## config.mk

```make
export PLATFORM = sky130hd
export DESIGN_NAME = ldq_top
export DESIGN_NICKNAME = d
export VERILOG_FILES = /design/src/hdl/ldq_pkg.sv /design/src/hdl/ldq_top.sv /design/src/hdl/ldq_pick.sv /design/src/hdl/ldq_age.sv /design/src/hdl/ldq_entry.sv
export SDC_FILE = /design/constraint.sdc
export NUM_CORES = 1
export LEC_CHECK = 0
export BUFFER_PORTS_ARGS = -buffer_cell sky130_fd_sc_hd__clkbuf_2
export CAP_MARGIN = 20
export CELL_PAD_IN_SITES_DETAIL_PLACEMENT = 0
export CELL_PAD_IN_SITES_GLOBAL_PLACEMENT = 1
export CORE_ASPECT_RATIO = 0.8
export CORE_MARGIN = 10
export CORE_UTILIZATION = 49
export CTS_BUF_LIST = sky130_fd_sc_hd__clkbuf_8
export DETAILED_ROUTE_END_ITERATION = 10
export PLACE_DENSITY_LB_ADDON = 0.1
export SYNTH_ARGS = -nofsm -noshare
export SYNTH_HDL_FRONTEND = slang
export SYNTH_HIERARCHICAL = 1
export SYNTH_SLANG_ARGS = --single-unit
```

## constraint.sdc

```tcl
create_clock -name i_clk -period 3.9 [get_ports i_clk]
set_input_delay 0.39 -clock i_clk [delete_from_list [all_inputs] [get_ports i_clk]]
set_output_delay 0.39 -clock i_clk [all_outputs]
set_load 0.05 [all_outputs]
```

## src/hdl/ldq_pkg.sv

```systemverilog
package ldq_pkg;

  // queue geometry
  localparam int LDQ_SIZE  = 4;
  localparam int LDQ_IDX_W = $clog2(LDQ_SIZE);

  // id widths shared with the rest of the core
  localparam int CMT_ID_W  = 6;
  localparam int RNID_W    = 6;
  localparam int BR_TAG_W  = 2;
  localparam int BR_MASK_W = 4;  // one bit per in-flight branch tag

  typedef logic [LDQ_IDX_W-1:0] ldq_idx_t;
  typedef logic [LDQ_SIZE-1:0]  ldq_vec_t;
  typedef logic [CMT_ID_W-1:0]  cmt_id_t;
  typedef logic [RNID_W-1:0]    rnid_t;
  typedef logic [BR_TAG_W-1:0]  br_tag_t;
  typedef logic [BR_MASK_W-1:0] br_mask_t;

  // entry life cycle
  typedef enum logic [2:0] {
    INIT,           // free
    ISSUE_WAIT,     // waiting for operands or for the picker
    ISSUED,         // sent to the load pipe
    EX2_RUN,        // waiting for the EX2 report
    LRQ_FULL,       // parked until the refill queue has room
    EX3_DONE,       // completion reported this cycle
    WAIT_COMPLETE,  // done, waiting for commit
    DEAD            // killed by a mispredict, waiting for commit
  } ldq_state_t;

  // result reported by EX2
  typedef enum logic [1:0] {
    HAZ_NONE,
    HAZ_L1D_CONFLICT,
    HAZ_LRQ_FULL
  } ex2_haz_t;

endpackage
```

## src/hdl/ldq_top.sv

```systemverilog
`timescale 1ns/10ps

module ldq_top
  import ldq_pkg::*;
(
  input  logic     i_clk,
  input  logic     i_reset_n,

  input  logic     i_disp_valid,
  input  cmt_id_t  i_disp_cmt_id,
  input  logic     i_disp_rs1_valid,
  input  rnid_t    i_disp_rs1_rnid,
  input  logic     i_disp_rs2_valid,
  input  rnid_t    i_disp_rs2_rnid,
  input  br_mask_t i_disp_br_mask,
  output logic     o_disp_ready,

  input  logic     i_phy_wr_valid,
  input  rnid_t    i_phy_wr_rnid,

  output logic     o_issue_valid,
  output ldq_idx_t o_issue_index,
  output cmt_id_t  o_issue_cmt_id,

  input  logic     i_ex2_valid,
  input  ldq_idx_t i_ex2_index,
  input  ex2_haz_t i_ex2_haz,
  input  logic     i_lrq_full,

  input  logic     i_br_valid,
  input  br_tag_t  i_br_tag,
  input  logic     i_br_mispredict,

  input  logic     i_commit_valid,
  input  cmt_id_t  i_commit_cmt_id,

  output logic     o_done_valid,
  output cmt_id_t  o_done_cmt_id,
  output logic     o_finish_valid,
  output cmt_id_t  o_finish_cmt_id,
  output logic     o_finish_dead
);

  ldq_vec_t w_alloc;
  ldq_vec_t w_valid;
  ldq_vec_t w_ready;
  ldq_vec_t w_done;
  ldq_vec_t w_finish;
  ldq_vec_t w_dead;
  ldq_vec_t w_pick;
  ldq_vec_t w_ex2_valid;
  ldq_vec_t w_older [LDQ_SIZE];
  cmt_id_t  w_cmt_id [LDQ_SIZE];

  cmt_id_t  w_issue_cmt_id;
  cmt_id_t  r_issue_cmt_id;

  generate
    for (genvar i = 0; i < LDQ_SIZE; i++) begin : g_entry
      assign w_ex2_valid[i] = i_ex2_valid & (i_ex2_index == ldq_idx_t'(i));

      ldq_entry u_entry (
        .i_clk            (i_clk),
        .i_reset_n        (i_reset_n),
        .i_alloc          (w_alloc[i]),
        .i_disp_cmt_id    (i_disp_cmt_id),
        .i_disp_rs1_valid (i_disp_rs1_valid),
        .i_disp_rs1_rnid  (i_disp_rs1_rnid),
        .i_disp_rs2_valid (i_disp_rs2_valid),
        .i_disp_rs2_rnid  (i_disp_rs2_rnid),
        .i_disp_br_mask   (i_disp_br_mask),
        .i_phy_wr_valid   (i_phy_wr_valid),
        .i_phy_wr_rnid    (i_phy_wr_rnid),
        .i_picked         (w_pick[i]),
        .i_ex2_valid      (w_ex2_valid[i]),
        .i_ex2_haz        (i_ex2_haz),
        .i_lrq_full       (i_lrq_full),
        .i_br_valid       (i_br_valid),
        .i_br_tag         (i_br_tag),
        .i_br_mispredict  (i_br_mispredict),
        .i_commit_valid   (i_commit_valid),
        .i_commit_cmt_id  (i_commit_cmt_id),
        .o_valid          (w_valid[i]),
        .o_ready          (w_ready[i]),
        .o_done           (w_done[i]),
        .o_finish         (w_finish[i]),
        .o_dead           (w_dead[i]),
        .o_cmt_id         (w_cmt_id[i])
      );
    end
  endgenerate

  ldq_age u_age (
    .i_clk         (i_clk),
    .i_reset_n     (i_reset_n),
    .i_disp_valid  (i_disp_valid),
    .i_entry_valid (w_valid),
    .o_alloc       (w_alloc),
    .o_disp_ready  (o_disp_ready),
    .o_older       (w_older)
  );

  ldq_pick u_pick (
    .i_clk         (i_clk),
    .i_reset_n     (i_reset_n),
    .i_ready       (w_ready),
    .i_older       (w_older),
    .o_pick        (w_pick),
    .o_issue_valid (o_issue_valid),
    .o_issue_index (o_issue_index)
  );

  // and-or muxes, sources are one-hot
  always_comb begin
    w_issue_cmt_id  = '0;
    o_done_cmt_id   = '0;
    o_finish_cmt_id = '0;
    for (int i = 0; i < LDQ_SIZE; i++) begin
      w_issue_cmt_id  = w_issue_cmt_id  | ({CMT_ID_W{w_pick[i]}}   & w_cmt_id[i]);
      o_done_cmt_id   = o_done_cmt_id   | ({CMT_ID_W{w_done[i]}}   & w_cmt_id[i]);
      o_finish_cmt_id = o_finish_cmt_id | ({CMT_ID_W{w_finish[i]}} & w_cmt_id[i]);
    end
  end

  assign o_done_valid   = |w_done;
  assign o_finish_valid = |w_finish;
  assign o_finish_dead  = |(w_finish & w_dead);

  // lines up with the picker's registered index
  always_ff @(posedge i_clk) begin
    r_issue_cmt_id <= w_issue_cmt_id;
  end

  assign o_issue_cmt_id = r_issue_cmt_id;

endmodule

```

## src/hdl/ldq_pick.sv

```systemverilog
`timescale 1ns/10ps

module ldq_pick
  import ldq_pkg::*;
(
  input  logic     i_clk,
  input  logic     i_reset_n,

  input  ldq_vec_t i_ready,
  input  ldq_vec_t i_older [LDQ_SIZE],

  output ldq_vec_t o_pick,
  output logic     o_issue_valid,
  output ldq_idx_t o_issue_index
);

  ldq_idx_t w_pick_index;
  logic     r_issue_valid;
  ldq_idx_t r_issue_index;

  // oldest ready: no ready entry ahead of it
  always_comb begin
    for (int i = 0; i < LDQ_SIZE; i++) begin
      o_pick[i] = i_ready[i] & ~|(i_older[i] & i_ready);
    end
  end

  always_comb begin
    w_pick_index = '0;
    for (int i = 0; i < LDQ_SIZE; i++) begin
      if (o_pick[i]) begin
        w_pick_index = ldq_idx_t'(i);
      end
    end
  end

  always_ff @(posedge i_clk, negedge i_reset_n) begin
    if (!i_reset_n) begin
      r_issue_valid <= 1'b0;
    end else begin
      r_issue_valid <= |o_pick;
    end
  end

  always_ff @(posedge i_clk) begin
    r_issue_index <= w_pick_index;
  end

  assign o_issue_valid = r_issue_valid;
  assign o_issue_index = r_issue_index;

  // holds only while the age rows stay consistent
  a_pick_onehot: assert property (@(posedge i_clk) disable iff (!i_reset_n)
    $onehot0(o_pick));

endmodule

```

## src/hdl/ldq_age.sv

```systemverilog
`timescale 1ns/10ps

module ldq_age
  import ldq_pkg::*;
(
  input  logic     i_clk,
  input  logic     i_reset_n,

  input  logic     i_disp_valid,
  input  ldq_vec_t i_entry_valid,

  output ldq_vec_t o_alloc,
  output logic     o_disp_ready,
  output ldq_vec_t o_older [LDQ_SIZE]
);

  ldq_vec_t w_free;
  ldq_vec_t w_lowest_free;

  // row i has bit j set when entry j was dispatched before entry i
  ldq_vec_t r_older [LDQ_SIZE];

  assign w_free = ~i_entry_valid;

  // isolate lowest set bit
  assign w_lowest_free = w_free & (~w_free + ldq_vec_t'(1));

  assign o_alloc      = i_disp_valid ? w_lowest_free : '0;
  assign o_disp_ready = |w_free;

  always_ff @(posedge i_clk, negedge i_reset_n) begin
    if (!i_reset_n) begin
      for (int i = 0; i < LDQ_SIZE; i++) begin
        r_older[i] <= '0;
      end
    end else begin
      for (int i = 0; i < LDQ_SIZE; i++) begin
        if (o_alloc[i]) begin
          r_older[i] <= i_entry_valid;  // everything still in the queue is older
        end else begin
          // new entry is younger than everyone, drop its stale column
          r_older[i] <= r_older[i] & ~o_alloc;
        end
      end
    end
  end

  always_comb begin
    for (int i = 0; i < LDQ_SIZE; i++) begin
      o_older[i] = r_older[i];
    end
  end

  a_no_disp_full: assert property (@(posedge i_clk) disable iff (!i_reset_n)
    i_disp_valid |-> o_disp_ready);

endmodule

```

## src/hdl/ldq_entry.sv

```systemverilog
`timescale 1ns/10ps

module ldq_entry
  import ldq_pkg::*;
(
  input  logic       i_clk,
  input  logic       i_reset_n,

  // dispatch
  input  logic       i_alloc,
  input  cmt_id_t    i_disp_cmt_id,
  input  logic       i_disp_rs1_valid,
  input  rnid_t      i_disp_rs1_rnid,
  input  logic       i_disp_rs2_valid,
  input  rnid_t      i_disp_rs2_rnid,
  input  br_mask_t   i_disp_br_mask,

  // register write bus
  input  logic       i_phy_wr_valid,
  input  rnid_t      i_phy_wr_rnid,

  input  logic       i_picked,

  // EX2 report, already decoded for this entry
  input  logic       i_ex2_valid,
  input  ex2_haz_t   i_ex2_haz,
  input  logic       i_lrq_full,

  // branch resolution
  input  logic       i_br_valid,
  input  br_tag_t    i_br_tag,
  input  logic       i_br_mispredict,

  input  logic       i_commit_valid,
  input  cmt_id_t    i_commit_cmt_id,

  output logic       o_valid,
  output logic       o_ready,
  output logic       o_done,
  output logic       o_finish,
  output logic       o_dead,
  output cmt_id_t    o_cmt_id
);

  ldq_state_t r_state;
  ldq_state_t w_state_next;

  cmt_id_t    r_cmt_id;
  rnid_t      r_rs1_rnid;
  rnid_t      r_rs2_rnid;
  logic       r_rs1_rdy;
  logic       r_rs2_rdy;
  br_mask_t   r_br_mask;

  br_mask_t   w_br_clr;
  logic       w_rs1_disp_hit;
  logic       w_rs2_disp_hit;
  logic       w_rs1_hit;
  logic       w_rs2_hit;
  logic       w_br_flush;
  logic       w_disp_br_flush;
  logic       w_commit_match;

  // resolved tag leaves every mask, right or wrong
  assign w_br_clr = i_br_valid ? (br_mask_t'(1) << i_br_tag) : '0;

  assign w_br_flush      = i_br_valid & i_br_mispredict & r_br_mask[i_br_tag] & o_valid;
  assign w_disp_br_flush = i_br_valid & i_br_mispredict & i_disp_br_mask[i_br_tag];
  assign w_commit_match  = i_commit_valid & (i_commit_cmt_id == r_cmt_id) & o_valid;

  // wakeup against the incoming and the stored register ids
  assign w_rs1_disp_hit = i_phy_wr_valid & (i_phy_wr_rnid == i_disp_rs1_rnid);
  assign w_rs2_disp_hit = i_phy_wr_valid & (i_phy_wr_rnid == i_disp_rs2_rnid);
  assign w_rs1_hit      = i_phy_wr_valid & (i_phy_wr_rnid == r_rs1_rnid);
  assign w_rs2_hit      = i_phy_wr_valid & (i_phy_wr_rnid == r_rs2_rnid);

  assign o_valid  = r_state != INIT;
  assign o_ready  = (r_state == ISSUE_WAIT) & r_rs1_rdy & r_rs2_rdy & !w_br_flush;
  assign o_done   = (r_state == EX3_DONE) & !w_br_flush;  // killed loads never report
  assign o_dead   = r_state == DEAD;
  assign o_finish = w_commit_match & ((r_state == WAIT_COMPLETE) | (r_state == DEAD));
  assign o_cmt_id = r_cmt_id;

  always_comb begin
    w_state_next = r_state;
    case (r_state)
      INIT: begin
        if (i_alloc) begin
          w_state_next = w_disp_br_flush ? DEAD : ISSUE_WAIT;
        end
      end
      ISSUE_WAIT: begin
        if (w_br_flush) begin
          w_state_next = DEAD;
        end else if (i_picked) begin
          w_state_next = ISSUED;
        end
      end
      ISSUED: begin
        w_state_next = w_br_flush ? DEAD : EX2_RUN;
      end
      EX2_RUN: begin
        if (w_br_flush) begin
          w_state_next = DEAD;
        end else if (i_ex2_valid) begin
          case (i_ex2_haz)
            HAZ_NONE:         w_state_next = EX3_DONE;
            HAZ_LRQ_FULL:     w_state_next = LRQ_FULL;
            default:          w_state_next = ISSUE_WAIT;  // l1d conflict, replay
          endcase
        end
      end
      LRQ_FULL: begin
        if (w_br_flush) begin
          w_state_next = DEAD;
        end else if (!i_lrq_full) begin
          w_state_next = ISSUE_WAIT;
        end
      end
      EX3_DONE: begin
        w_state_next = w_br_flush ? DEAD : WAIT_COMPLETE;
      end
      WAIT_COMPLETE: begin
        if (w_commit_match) begin
          w_state_next = INIT;
        end else if (w_br_flush) begin
          w_state_next = DEAD;
        end
      end
      DEAD: begin
        if (w_commit_match) begin
          w_state_next = INIT;  // drained, free again
        end
      end
      default: w_state_next = INIT;
    endcase
  end

  always_ff @(posedge i_clk, negedge i_reset_n) begin
    if (!i_reset_n) begin
      r_state <= INIT;
    end else begin
      r_state <= w_state_next;
    end
  end

  // entry record
  always_ff @(posedge i_clk) begin
    if (i_alloc) begin
      r_cmt_id   <= i_disp_cmt_id;
      r_rs1_rnid <= i_disp_rs1_rnid;
      r_rs2_rnid <= i_disp_rs2_rnid;
      r_rs1_rdy  <= !i_disp_rs1_valid | w_rs1_disp_hit;  // unused operand counts as ready
      r_rs2_rdy  <= !i_disp_rs2_valid | w_rs2_disp_hit;
      r_br_mask  <= i_disp_br_mask & ~w_br_clr;
    end else begin
      r_rs1_rdy  <= r_rs1_rdy | w_rs1_hit;
      r_rs2_rdy  <= r_rs2_rdy | w_rs2_hit;
      r_br_mask  <= r_br_mask & ~w_br_clr;
    end
  end

  a_ex2_in_run: assert property (@(posedge i_clk) disable iff (!i_reset_n)
    i_ex2_valid |-> (r_state == EX2_RUN));

  a_pick_ready: assert property (@(posedge i_clk) disable iff (!i_reset_n)
    i_picked |-> o_ready);

endmodule

```

Word level (Yosys, flattened, before mapping)
Cells that the tools add are included.

Reductions and logical operators: 34. Mux-type cells: 81. $add $sub $neg: 1. Eq/ne operators: 70. $lt $le $gt $ge: 1. Shifts and indexed selects: 1. Bitwise logic cells: 110.

Operator list (number): two-way mux 3 bit (42); case mux 3 bit (8 select lines) (4); equality test 6 bit (14); AND 6 bit (12); AND 4 bit (15); AND 1 bit (56); bitwise OR 6 bit (9); equality test 3 bit (second input constant) (16); two-way mux 4 bit (10); != test 3 x 1 -> 1 bit (second input constant) (12); OR reduction 4 bit (9); equality test 3 x 2 -> 1 bit (second input constant) (8); AND reduction 6 bit (4); two-way mux 1 bit (19); NOT 4 bit (4); bitwise OR 1 bit (14); equality test 3 x 1 -> 1 bit (second input constant) (4); zero test 3 bit (4); != test 3 x 2 -> 1 bit (second input constant) (4); nonzero test 3 bit (4); binary-select mux 1 bit (select 2 bit) (5); zero test 1 bit (10); != test 2 x 1 -> 1 bit (second input constant) (4); != test 2 bit (second input constant) (4); 8 further kinds (11).

Input port bits: 51. Register bits after elaboration: 133. Logic and storage cells: 334.

Longest topological paths before layout
Depth in word-level cells: 14. Gate-level depth with buffers: 14. Mapped depth without buffers: 13.

Cells and area by module
The synthesis kept the hierarchy.

By module, submodules not included: ldq_entry (g_entry[0].u_entry ...) (area each 1574.0 µm², cells each 140, seq. area each 735.7 µm², times used 3); ldq_entry (g_entry[3].u_entry) (area each 1527.7 µm², cells each 137, seq. area each 735.7 µm², times used 1); ldq_age (area each 730.7 µm², cells each 63, seq. area each 400.4 µm², times used 1); ldq_top (area each 541.8 µm², cells each 73, seq. area each 120.1 µm², times used 1); ldq_pick (area each 206.4 µm², cells each 22, seq. area each 65.1 µm², times used 1).

Least setup slack after synthesis
Ideal clock, no wire load.

Path type: input to register. From: input port i_br_tag[0]. To: register g_entry[1].u_entry.r_state[2]. Data required time: 3.775 ns. Data arrival time: 3.266 ns. Path buffers: 1. Stages: 14. Slack: 0.509 ns. Cells stage by stage: buf_6 -> mux4_2 -> nand4_4 -> nand2_1 -> nor4_1 -> a22oi_2 -> nand4b_1 -> inv_1 -> or3b_2 -> a21oi_1 -> o21ai_2 -> a21oi_2 -> a211o_1 -> o21ai_1.

Longest elaborated chain between the ends: 12. Elaborated cells on any way between the ends: 43. Those cells by class: 4 x eq/ne; 17 x mux; 15 x bitwise; 7 x reduce/logical.

RTL lines: start, declared (line ldq_top.sv:31) `input br_tag_t i_br_tag,`; binary-select mux 1 bit (select 2 bit) (line ldq_entry.sv:67) `assign w_br_flush = i_br_valid & i_br_mispredict & r_br_mask[i_br_tag] & o_valid;`; two-way mux 1 bit (not written as such) (line ldq_entry.sv:67); AND 1 bit (2 in series) (line ldq_entry.sv:67); zero test 1 bit (line ldq_entry.sv:78) `assign o_ready = (r_state == ISSUE_WAIT) & r_rs1_rdy & r_rs2_rdy & !w_br_flush;`; AND 1 bit (line ldq_entry.sv:78); via w_ready[0] (line ldq_top.sv:46) `ldq_vec_t w_ready;`; AND 4 bit (line ldq_pick.sv:24) `o_pick[i] = i_ready[i] & ~|(i_older[i] & i_ready);`; OR reduction 4 bit (line ldq_pick.sv:24); zero test 1 bit (line ldq_pick.sv:24); AND 1 bit (line ldq_pick.sv:24); via w_pick[1] (line ldq_top.sv:50) `ldq_vec_t w_pick;`; != test 3 x 1 -> 1 bit (no source line); AND reduction 6 bit (no source line); end signal, assigned (line ldq_entry.sv:143) `r_state <= w_state_next;`; end, declared (line ldq_entry.sv:45) `ldq_state_t r_state;`.

The timed path passes the listed nets, and every way through them passes these cells. The select of a mux whose other input is x is not followed. A chain may end at the register's enable or synchronous reset.

Worst setup path in the final report
From: register g_entry[3].u_entry.r_state[2]. To: output port o_finish_dead.

Longest elaborated chain between the ends: 5. Elaborated cells on any way between the ends: 8. Those cells by class: 2 x eq/ne; 4 x bitwise; 2 x reduce/logical.

RTL lines: start, declared (line ldq_entry.sv:45); start signal, assigned (line ldq_entry.sv:143); nonzero test 3 bit (line ldq_entry.sv:77) `assign o_valid = r_state != INIT;`; via w_valid[3] (line ldq_top.sv:45) `ldq_vec_t w_valid;`; AND 1 bit (line ldq_entry.sv:69) `assign w_commit_match = i_commit_valid & (i_commit_cmt_id == r_cmt_id) & o_valid;`; AND 1 bit (line ldq_entry.sv:81) `assign o_finish = w_commit_match & ((r_state == WAIT_COMPLETE) | (r_state == DEAD));`; via w_finish[3] (line ldq_top.sv:48) `ldq_vec_t w_finish;`; AND 4 bit (line ldq_top.sv:127) `assign o_finish_dead = |(w_finish & w_dead);`; OR reduction 4 bit (line ldq_top.sv:127); end, declared (line ldq_top.sv:41) `output logic o_finish_dead`.

The timed path passes the listed nets, and every way through them passes these cells.

==> results.toml <==
[clocking]
cts_setup_buffers = 0
cts-resized-gates = 0
tritoncts = "yes"
clk_latency_ns = 0.46
cts-root-buf = "clkbuf_8"
clock-sinks = 133
cts_buffer_depth = 2
htreeDepth = 4
cts_buffers = 17
hold_buffers = 0
cts.clk_slew.worst_paths_ns = 0.08

[synthesis]
syn_area_um2 = 7730
synth-edff-count = 72
syn_inst = 715
yosysSeqAreaShare_pct = 45.7
synth_nets = 766
synth-seq-cells = 133
synth-async-reset-ratio_pct = 21.8
ys_types = 67
ys_warn_count = 6
syn_avg_cell_area_um2 = 10.8
ys.flop_type = "edfxtp_1"

[finish]
fill_cells = 1333
drive_above_1_share_pct = 23.4
antennaDiodeCount = 0
syn_to_final_growth_pct = 14.0
fin_nets = 858
final_core_util_pct = 57.9

[sta]
final.setup_skew_ns = 0.0102
min_period_ns = 3.44
whs_ns = 0.0162
rsz0062_at_grt = "false"
hold_viol_final = 0
relSlewSlack_pct = 45.3
drv_slew = 0
period_share_pct = 88.1
max_clock_freq_mhz = 291
worst_pin_slew_ns = 0.820
fin_setup_tns_ns = 0
setup_viol = 0

[place]
place.gp.congestion = 0.878
hpwl_um = 16100
port_buffers = 75

[route]
via_per_inst = 6.04
routed_wl_um = 22200
drtPass1Iterations = 5
wl_per_cell_um = 21.6
ant_nets = 0
drc = 0
drt_iter0_drc = 607
dr_total_vias = 6218

[power]
p_clk_share_pct = 20.3
power_density_nw_per_um2 = 668
peakVddDrop_mv = 0.432
finalPower_uw = 5880
intPower_uw = 3390
total_leakage_power_uw = 0.00338
switching_share_pct = 42.3
seqPwrFrac_pct = 36.9
comb_power_share_pct = 42.8
p_sw_uw = 2490

[global_route]
grt_max_degree = 30
antenna_found_initial = 0
grt_first_pass_wirelength_um = 35300
grt_pass1_vias = 6271
grt_overflow = 0
grt_usage_pct = 20.9

[setup_path]
critPathTopFamily = "simple AND/OR/NAND/NOR gates"
ff2ff_setup_slack_ns = 0.69
crit_type = "reg2out"
worstPathArrival_ns = 3.05
slowest_delay_ns = 0.59
required_ns = 3.51
start_kind = "flop"
cp_common_cell = "or3_1"
critPathBufInv = 2
slowest_stage = "dfrtp_1"
crit_path_cell_trace = "or3_1 -> nand4_1 -> or3_1 -> inv_1 -> a22oi_1 -> nand2_1 -> clkbuf_2"
crit_path_end_kind = "output pin"
crit_path_max_fanout = 13

[min_path]
min-delay-path-class = "in2async"

[flow_run]
max-cap-violations = 0

[floorplan]
rows = 40
initial_core_util_pct = 50.8
chipWidth_um = 160
die_height_um = 132
core_area_um2 = 15200
ios = 76
die_area_um2 = 21200

[outcome]
status = "completed"
worst paths after layout:
path,startpoint,to,depth (start not counted)
setup / recovery,g_entry[3].u_entry/r_state[2]$_DFFE_PN0P_,o_finish_dead,7
hold / removal,i_reset_n,g_entry[1].u_entry/r_state[0]$_DFFE_PN0P_,1
setup reg to reg,g_entry[0].u_entry/r_state[1]$_DFFE_PN0P_,g_entry[2].u_entry/r_state[0]$_DFFE_PN0P_,14
hold reg to reg,g_entry[3].u_entry/r_br_mask[3]$_DFF_P_,g_entry[3].u_entry/r_br_mask[3]$_DFF_P_,2
max in group asynchronous,i_reset_n,u_age/o_older[2]$_DFF_PN0_,1
min in group i_clk,i_disp_cmt_id[0],g_entry[0].u_entry/o_cmt_id[0]$_DFFE_PP_,1
flip-flops by register name (all words and copies together) (netlist names), 4 cells and up, named ones only:
name and count:
u_age/o_older 12, g_entry.u_entry/r_br_mask 16, o_issue_cmt_id 6, g_entry.u_entry/o_cmt_id 24, g_entry.u_entry/r_rs2_rdy 4, g_entry.u_entry/r_rs1_rdy 4, g_entry.u_entry/r_state 12, g_entry.u_entry/r_rs1_rnid 24
g_entry.u_entry/r_rs2_rnid 24
cell type report:
type / instances / area [um^2] / share of cell area [%]
Clock buffer: 18 / 248 / 2.81
Clock inverter: 14 / 158 / 1.79
Inverter: 31 / 116 / 1.32
Multi-Input combinational cell: 518 / 3890 / 44.1
Sequential cell: 133 / 3530 / 40.1
Tap cell: 210 / 263 / 2.98
Timing Repair Buffer: 106 / 608 / 6.90
worst reg2reg max path: stages (launching register included):
cell and delay, ns:
dfrtp_1 0.38, or3_4 0.52, nand4_4 0.21, nand2_1 0.09
nor4_1 0.24, buf_4 0.20, a22oi_2 0.09, nand4b_2 0.13
inv_2 0.11, or3b_2 0.45, a21oi_1 0.17, o21ai_2 0.10
a21oi_2 0.20, o21ai_0 0.14, o31ai_1 0.08
stage by stage:
stage	setup WS [ns]	cells	cell area (um^2)
after floorplan	0.509	715	7730
after global placement	0.361	998	8400
after detailed placement	0.319	998	8400
after CTS	0.526	1030	8810
after global routing	0.317	1030	8810
final	0.463	1030	8810
per-layer routing:
layer | global-route usage [%] | vias to the layer above | part of all wire [%] | wire length, um
met2 | 30.9 | 211 | 45 | 10000
met1 | 29.1 | 3113 | 47 | 10400
li1 | - | 2875 | - | -
met4 | 5.04 | 0 | 0.94 | 209
met3 | 6.27 | 19 | 6.9 | 1540
met5 | 0 | - | 0 | 0
power groups by stage:
stage / clock network, uW / logic [uW] / registers, uW
after CTS: 1220 / 2510 / 2170
final: 1200 / 2520 / 2170
after detailed placement: 0 / 2490 / 2190
after global placement: 0 / 2430 / 2180
after floorplan: 0 / 1730 / 2200
after global routing: 1290 / 2730 / 2210
layout by cell type, fill, tap and decap left out, types with 4 or more instances in the layout:
cell type and count:
and3_1 5, nand3b_1 6, mux2_2 12, mux4_2 8, a22oi_1 39, clkbuf_8 18, o31ai_1 9, o21ai_2 4
nand2_1 43, xnor2_1 69, o21a_1 11, inv_6 4, a21boi_0 4, inv_8 4, or4_1 10, buf_4 31
inv_1 30, nand3_1 5, edfxtp_1 72, nor2b_1 4, nor2_1 29, or3b_2 4, nor3_1 17, nand4b_1 4
nor4_1 14, mux2i_1 17, dfxtp_1 32, nand4_1 25, nor3b_1 5, o21ai_0 12, a21oi_1 27, xor2_1 51
dfrtp_1 29, clkbuf_2 75, a31oi_1 29
synth_stat cells, drive strengths merged (4+ instances only):
master	count	share of area [%]
a31oi	29	2.3
nand3	5	0.32
o31ai	9	0.87
dfrtp	29	9.4
clkbuf	14	0.70
inv	31	1.5
o21a	11	1.1
a22oi	42	4.3
nor4	14	1.1
nor2	30	1.5
buf	18	1.8
nor3	17	1.1
dfxtp	32	8.3
mux4	8	2.3
nand4	28	2.8
or4	10	0.97
nand4b	7	1.1
nor3b	5	0.49
a21oi	30	2.1
or3b	4	0.45
xnor2	69	7.8
or3	5	0.60
and3	5	0.40
nor2b	5	0.44
xor2	51	5.8
nand3b	6	0.58
mux2	12	1.7
mux2i	17	2.2
nand2	44	2.2
edfxtp	72	28
a21boi	5	0.49
o21ai	19	1.4
kinds of logic (layout without fill, tap and decap cells):
logic type,count (synthesis),in the layout,synth area share (%)
and+or+nand+nor,201,201,16.0
AOI/OAI and AO/OA,160,160,14.4
DFF,133,133,45.7
xor gates and xnor gates,120,120,13.6
buffers and inverters,64,169,4.14
muxes,37,37,6.28
Note: power is estimated with default switching activity, not from simulation.
